[src/hdl/sdram_cmd_pkg.sv]
////////////////////////////////////////
// SDRAM command codes, fixed timing
// counts, mode word and pin bundle
////////////////////////////////////////

package sdram_cmd_pkg;

    // {cs_n, ras_n, cas_n, we_n}
    typedef enum logic [3:0] {
        LOAD_MODE = 4'b0000,
        REFRESH   = 4'b0001,
        PRECHARGE = 4'b0010,
        ACTIVE    = 4'b0011,
        WRITE     = 4'b0100,
        READ      = 4'b0101,
        NOP       = 4'b0111
    } sdram_cmd_e;

    // everything that leaves the chip on a clock edge
    typedef struct packed {
        sdram_cmd_e  cmd;
        logic        ba;    // two banks only
        logic [12:0] a;
        logic [1:0]  dqm;   // {high, low} byte
    } sdram_pins_t;

    // cycle counts at the target clock
    localparam int T_RCD   = 2;  // activate to read/write
    localparam int CAS_LAT = 2;
    localparam int T_RP    = 2;  // precharge period
    localparam int T_RFC   = 7;  // refresh to next command

    // reserved, write burst mode, op mode, CAS latency, burst type, burst length
    localparam logic [12:0] MODE_WORD = {
        3'b000,
        1'b0,
        2'b00,
        3'b010,   // CAS 2
        1'b0,     // sequential
        3'b000    // burst of one word
    };

endpackage

[src/hdl/sdram_req_pkg.sv]
////////////////////////////////////////
// port-side word, mask, row and column
// types, request, read response and
// engine command structs
////////////////////////////////////////

package sdram_req_pkg;

    import sdram_cmd_pkg::*;

    typedef logic [15:0] word_t;
    typedef logic [1:0]  mask_t;   // a set bit blocks that byte
    typedef logic [12:0] row_t;
    typedef logic [8:0]  col_t;

    typedef struct packed {
        logic  we;
        row_t  row;
        col_t  col;
        word_t data;
        mask_t mask;
    } mem_req_t;

    typedef struct packed {
        logic  valid;
        word_t data;
    } rd_resp_t;

    // what an engine offers to the arbiter
    typedef struct packed {
        sdram_cmd_e  cmd;
        logic [12:0] a;
        mask_t       dqm;
        word_t       wdata;
    } bank_cmd_t;

endpackage

[src/hdl/sdram_bank_ctl.sv]
////////////////////////////////////////
// bank engine with a credit-sized
// request queue and the activate,
// read/write and recovery FSM
////////////////////////////////////////

`timescale 1ns/1ps

module sdram_bank_ctl
    import sdram_cmd_pkg::*, sdram_req_pkg::*;
#(
    parameter int BANK_ID = 0,
    parameter int CREDITS = 2
) (
    input  logic      clk,
    input  logic      rst,
    input  logic      req_valid,
    input  mem_req_t  req,
    output logic      credit_ret,
    output logic      br,
    output bank_cmd_t bank_cmd,
    input  logic      bg,
    output logic      idle
);

    localparam int PTR_W = (CREDITS > 1) ? $clog2(CREDITS) : 1;
    localparam int CNT_W = $clog2(CREDITS + 1);

    typedef enum logic [2:0] {IDLE, ACT, TRCD, RW, RECOV} bank_state_e;

    bank_state_e      state;
    mem_req_t         queue [CREDITS];
    mem_req_t         head;
    logic [PTR_W-1:0] wr_ptr;
    logic [PTR_W-1:0] rd_ptr;
    logic [CNT_W-1:0] count;     // queued entries
    logic [2:0]       cnt;       // tRCD / tRP countdown
    logic             pop;

    assign head = queue[rd_ptr];
    assign pop  = (state == RW) && bg;   // entry leaves with its read/write
    assign br   = (state == ACT) || (state == RW);

    // at rest means no row open or closing in this bank
    // a head entry still waiting for its ACTIVE counts as at rest,
    // so a pending refresh can start while requests are queued
    assign idle = (state == IDLE) || (state == ACT);

    always_comb begin
        bank_cmd.cmd   = NOP;
        bank_cmd.a     = '0;
        bank_cmd.dqm   = '0;
        bank_cmd.wdata = head.data;
        case (state)
            ACT: begin
                bank_cmd.cmd = ACTIVE;
                bank_cmd.a   = head.row;
            end
            RW: begin
                bank_cmd.cmd = head.we ? WRITE : READ;
                bank_cmd.a   = {2'b00, 1'b1, 1'b0, head.col};  // a10 for auto-precharge
                bank_cmd.dqm = head.we ? head.mask : 2'b00;
            end
            default: ;
        endcase
    end

    always_ff @(posedge clk) begin
        if (req_valid) begin
            queue[wr_ptr] <= req;
        end
    end

    always_ff @(posedge clk or posedge rst) begin
        if (rst) begin
            state      <= IDLE;
            cnt        <= '0;
            wr_ptr     <= '0;
            rd_ptr     <= '0;
            count      <= '0;
            credit_ret <= 1'b0;
        end else begin
            credit_ret <= pop;
            if (req_valid) begin
                wr_ptr <= (wr_ptr == PTR_W'(CREDITS - 1)) ? '0 : wr_ptr + 1'b1;
            end
            if (pop) begin
                rd_ptr <= (rd_ptr == PTR_W'(CREDITS - 1)) ? '0 : rd_ptr + 1'b1;
            end
            count <= count + CNT_W'(req_valid) - CNT_W'(pop);

            case (state)
                IDLE: begin
                    if (count != '0) begin
                        state <= ACT;
                    end
                end
                ACT: begin
                    if (bg) begin
                        state <= TRCD;
                        cnt   <= 3'(T_RCD - 2);  // the grant cycle itself counts once
                    end
                end
                TRCD: begin
                    if (cnt == '0) begin
                        state <= RW;
                    end else begin
                        cnt <= cnt - 1'b1;
                    end
                end
                RW: begin
                    if (bg) begin
                        state <= RECOV;
                        cnt   <= 3'(T_RP - 1);
                    end
                end
                RECOV: begin
                    if (cnt == '0) begin
                        state <= IDLE;   // auto-precharge done
                    end else begin
                        cnt <= cnt - 1'b1;
                    end
                end
                default: state <= IDLE;
            endcase
        end
    end

    // requester keeps its own credit count
    a_no_push_full: assert property (
        @(posedge clk) disable iff (rst)
        req_valid |-> count < CNT_W'(CREDITS)
    ) else $error("bank %0d: request while queue full", BANK_ID);

    a_br_has_entry: assert property (
        @(posedge clk) disable iff (rst)
        br |-> count != '0
    ) else $error("bank %0d: bus request with empty queue", BANK_ID);

endmodule

[config.mk]
export PLATFORM = sky130hd
export DESIGN_NAME = sdram_bank_ctl
export DESIGN_NICKNAME = d
export VERILOG_FILES = /design/src/hdl/sdram_cmd_pkg.sv /design/src/hdl/sdram_req_pkg.sv /design/src/hdl/sdram_bank_ctl.sv
export SDC_FILE = /design/constraint.sdc
export NUM_CORES = 1
export LEC_CHECK = 0
export BUFFER_PORTS_ARGS = -buffer_cell sky130_fd_sc_hd__buf_2
export CAP_MARGIN = 20
export CORE_MARGIN = 10
export CORE_UTILIZATION = 45
export DETAILED_ROUTE_END_ITERATION = 16
export GPL_TIMING_DRIVEN = 0
export PLACE_DENSITY_LB_ADDON = 0.12
export SLEW_MARGIN = 20
export SYNTH_ARGS = -nofsm -noshare
export SYNTH_HDL_FRONTEND = slang
export SYNTH_SLANG_ARGS = --single-unit
[constraint.sdc]
create_clock -name clk -period 3.5 [get_ports clk]
set_input_delay 0.875 -clock clk [delete_from_list [all_inputs] [get_ports clk]]
set_output_delay 0.875 -clock clk [all_outputs]
set_load 0.02 [all_outputs]
Yosys cells after proc, flatten, opt, wreduce, memory -nomap -nowiden. Memory sizes are Yosys's and may differ from the RTL's. Cells that the tools add are included.

Add/sub/neg operators: 5. Equal/unequal tests: 10. Muxes and demuxes: 18. Reduce and logical (&&, ||, !) cells: 10.

Operators by type and width (number): 16-bit case mux with 2 select lines (1); 3-bit 2-to-1 mux (8); 3-bit case mux with 5 select lines (1); 2-bit != test, second input constant (5); 3-bit case mux with 3 select lines (1); 3-bit by 2-bit equality test with 1-bit output, second input constant (2); 3-bit zero test (2); 1-bit 2-to-1 mux (5); 5-bit AND reduction (1); 2-bit 2-to-1 mux (2); 4-bit AND reduction (1); 3-bit by 1-bit equality test with 1-bit output, second input constant (1); 3-bit equality test, second input constant (1); 3-bit nonzero test (1); 3-bit by 1-bit subtractor with 3-bit output, second input constant (1); 1-bit adder, second input constant (2); 2-bit by 1-bit adder with 2-bit output (1); 1-bit logical OR (2); 2-bit by 1-bit != test with 1-bit output, second input constant (1); 2-bit nonzero test (1); 2-bit OR reduction (1); 2-bit by 1-bit subtractor with 2-bit output (1); 1-bit logical AND (1).

Register bits after elaboration: 11. Memory bits (writable): 82. Logic and storage cells: 50. Memories kept: 1.

Memories: queue (depth 2, bits a word 41, rd ports 1, clocked after Yosys merged registers in 0, write ports 1, RTL line sdram_bank_ctl.sv:32) `mem_req_t queue [CREDITS];`.

Depth between registers and ports, before layout.
Word-level depth: 4. Gate-level depth with buffers: 9.

Worst setup path before layout. OpenSTA, ideal clock, no wires.

Kind: input to register. Start: input req_valid. End: memory queue[0][0] in the netlist's numbering (enable). Setup time: 0.444 ns. Arrival time: 2.707 ns. Path slack: 0.349 ns. Stages: 1. Buffers on the path: 0. Cells stage by stage: nor2b_1.

Word-level cells in the longest chain between the ends: 2.

RTL lines: from (decl) (RTL line sdram_bank_ctl.sv:17) `input logic req_valid,`; 1-bit 2-to-1 mux (RTL line sdram_bank_ctl.sv:69) `if (req_valid) begin`; 1-bit 2-to-1 mux (not written as such) (RTL line sdram_bank_ctl.sv:70) `queue[wr_ptr] <= req;`; to (decl) (RTL line sdram_bank_ctl.sv:32).

Every way passes these cells.

==> results.sh <==
export IMPL_hold_viol=0
export IMPL_syn_nets=250
export IMPL_synth_mux_area_share_pct=12.63
export IMPL_setup_viol_count_final=0
export IMPL_powerDensity_mw_per_mm2=825.3
export IMPL_ctsResizeCount=0
export IMPL_p_int_mw=2.435
export IMPL_grt_overflow=0
export IMPL_worst_pin_slew_ns=0.7051
export IMPL_clk_latency_ns=0.35
export IMPL_synth_xor_area_share_pct=1.422
export IMPL_synth_main_ff_cell="edfxtp_1"
export IMPL_grt_max_degree=23
export IMPL_viasPerCell=4.980
export IMPL_placed_area_mm2=0.004292
export IMPL_port_buffers=81
export IMPL_status="complete, no violations"
export IMPL_hp_class="primary input to asynchronous set/reset pin"
export IMPL_ant_nets=0
export IMPL_synth_seq_area_share_pct=74.09
export IMPL_pwr_share_clk_pct=19.6
export IMPL_finalNetCount=344
export IMPL_synth_largest_area_cell="edfxtp_1"
export IMPL_firstDrtPassIters=4
export IMPL_layout_drive_gt1_share_pct=43.67
export IMPL_place_congestion=0.6923
export IMPL_grt_pass1_wl_um=11010
export IMPL_power_total_mw=3.710
export IMPL_syn_inst=201
export IMPL_clk_pin_slew_ns=0.09
export IMPL_route_vias_total=2002
export IMPL_avgSynthCellArea_um2=18.38
export IMPL_antenna_found_initial=0
export IMPL_swShare_pct=34.38
export IMPL_synth_top_family_by_area="multiplexers"
export IMPL_remaining_drc_errors=0
export IMPL_relSlewSlack_pct=52.89
export IMPL_drv_slew=0
export IMPL_dr_first_iter_drc_count=61
export IMPL_clock_skew_ns=0.007226
export IMPL_diodes=0
export IMPL_cts_setup_buffers=0
export IMPL_crit_fanout=10
export IMPL_combPwrFrac_pct=38.3
export IMPL_place_detailed_hpwl_um=4970
export IMPL_grt_setup_unrepaired="no"
export IMPL_yosys_cell_types_count=34
export IMPL_finalCritPeriodShare_pct=77.88
export IMPL_root_buffer="clkbuf_8"
export IMPL_synth_simple_area_share_pct=5.486
export IMPL_p_switching_mw=1.276
export IMPL_h_tree_depth=3
export IMPL_critical_path_required_ns=2.62
export IMPL_syn_to_final_growth_pct=21.67
export IMPL_fin_crit_ns=2.726
export IMPL_synth_area_leaders="edfxtp_1 67%, dfrtp_1 7.5%, mux2_2 5.2%, mux4_1 4.3%, mux4_2 1.8%"
export IMPL_fp_dieH_um=110.6
export IMPL_die_w_um=110.6
export IMPL_p_leak_nw=1.786
export IMPL_cp_end_kind="primary output"
export IMPL_synth_compound_area_share_pct=2.066
export IMPL_crit_arrival_ns=1.85
export IMPL_groute_usage_overall_pct=11.32
export IMPL_totalWireLength_um=6973
export IMPL_ys_seq_elements=93
export IMPL_synth_top_area_share_pct=66.64
export IMPL_cts_tree="yes"
export IMPL_cts_buffers=9
export IMPL_irDropWorstVdd_mv=0.3372
export IMPL_nFillCells=655
export IMPL_async_flop_share_pct=11.83
export IMPL_rrSetupSlack_ns=1.62
export IMPL_syn_area_mm2=0.003695
export IMPL_synth_edf_count=82
export IMPL_rows=32
export IMPL_routedWlPerCell_um=17.35
export IMPL_cts_sinks=93
export IMPL_start_util_pct=47.08
export IMPL_start_kind="flip-flop"
export IMPL_coreArea_mm2=0.007848
export IMPL_fin_area_mm2=0.004496
export IMPL_worst_setup_path_type="flip-flop to primary output"
export IMPL_p_seq_share_pct=42.2
export IMPL_yosysMostFrequentCell="edfxtp_1"
export IMPL_yosys_top_cells_count="82 x edfxtp_1, 17 x mux2_2, 11 x dfrtp_1"
export IMPL_ios=83
export IMPL_fmax_ghz=0.3668
export IMPL_synthAdderAreaFrac_pct=1.355
export IMPL_maxCapViolations=0
export IMPL_die_area_mm2=0.01223
export IMPL_grt_pass1_vias=2204
export IMPL_yosys_warnings=0
export IMPL_ctsHoldBuffers=0
export IMPL_clockBufferDepth=2
## power groups by stage
stage	sequential (mW)	combinational, mW	clock [mW]
after floorplan	1.58	1.00	0
after global placement	1.60	1.40	0
after detailed placement	1.59	1.46	0
after CTS	1.57	1.46	0.748
after global routing	1.59	1.56	0.801
final	1.56	1.42	0.726
## kinds of logic after synthesis
kind of cell | Yosys count
other | 1
and+or+nand+nor | 36
muxes | 31
AOI/OAI and AO/OA | 11
xor gates and xnor gates | 6
adders and majority gates | 4
buffers and inverters | 19
DFF | 93
## registers in the layout, summed over array words and instances (netlist names)
register and flops:
cnt 3, count 2, credit_ret 1, queue 82, rd_ptr 1, state 3
wr_ptr 1
## layout by cell type, fill, tap and decap left out, drive strengths merged, types with 3 or more instances in the layout
| master | synthesis | routed |
|---|---|---|
| clkbuf | 1 | 10 |
| mux2i | 5 | 5 |
| nand2 | 5 | 5 |
| nand2b | 4 | 4 |
| mux2 | 17 | 17 |
| nor2 | 7 | 7 |
| edfxtp | 82 | 82 |
| mux4 | 9 | 9 |
| nor2b | 3 | 3 |
| buf | 8 | 91 |
| dfrtp | 11 | 11 |
| xnor2 | 4 | 4 |
| and2 | 10 | 10 |
| a21oi | 4 | 4 |
| ha | 4 | 4 |
| inv | 10 | 14 |
## per-layer routing
layer | GRT usage [%] | part of all wire, % | up-vias
li1 | - | - | 950
met1 | 12.74 | 41 | 990
met2 | 19.09 | 53 | 55
met3 | 3.620 | 5.4 | 7
met4 | 5.181 | 1.1 | 0
met5 | 0 | 0 | -
## path summary, 6_finish.rpt
path | start | cells after the start | to
min in group clk | cnt[2] | 2 | cnt[2]
max reg2reg | state[1] | 9 | count[1]
max | rd_ptr | 5 | bank_cmd[25]
max in group asynchronous | rst | 2 | state[2]
min | rst | 2 | count[1]
min reg2reg | cnt[2] | 2 | cnt[2]
## critical path, stage by stage, from the launching register on
cell and delay, ns:
dfrtp_1 0.35, buf_6 0.17, buf_8 0.16, mux4_2 0.49, and2_1 0.18, buf_2 0.16
## cell type report
cell class,instances,area [um2],share of cell area (%)
timing repair buffer,83,460.4,10.24
tap,102,127.6,2.839
inverter,10,37.54,0.8350
multi-input combinational,89,860.8,19.15
clock buffer,9,123.9,2.755
buffer,9,67.56,1.503
clock inverter,7,80.08,1.781
sequential,93,2738,60.90
## through the flow
stage | hold WS (ns) | setup TNS [ns] | instances | util, % | worst slack, ns
4_1_cts | 0.5008 | 0 | 402 | 57.29 | 0.7297
2_1_floorplan | 0.4531 | 0 | 201 | - | 0.3487
5_1_grt | 0.5333 | 0 | 402 | 57.29 | 0.6000
3_3_place_gp | 0.4709 | -42.47 | 384 | 53.87 | -1.039
6_report | 0.5024 | 0 | 402 | 57.29 | 0.7740
3_5_place_dp | 0.5279 | 0 | 386 | 54.69 | 1.130
No activity file was read; power rests on OpenSTA's default activity.
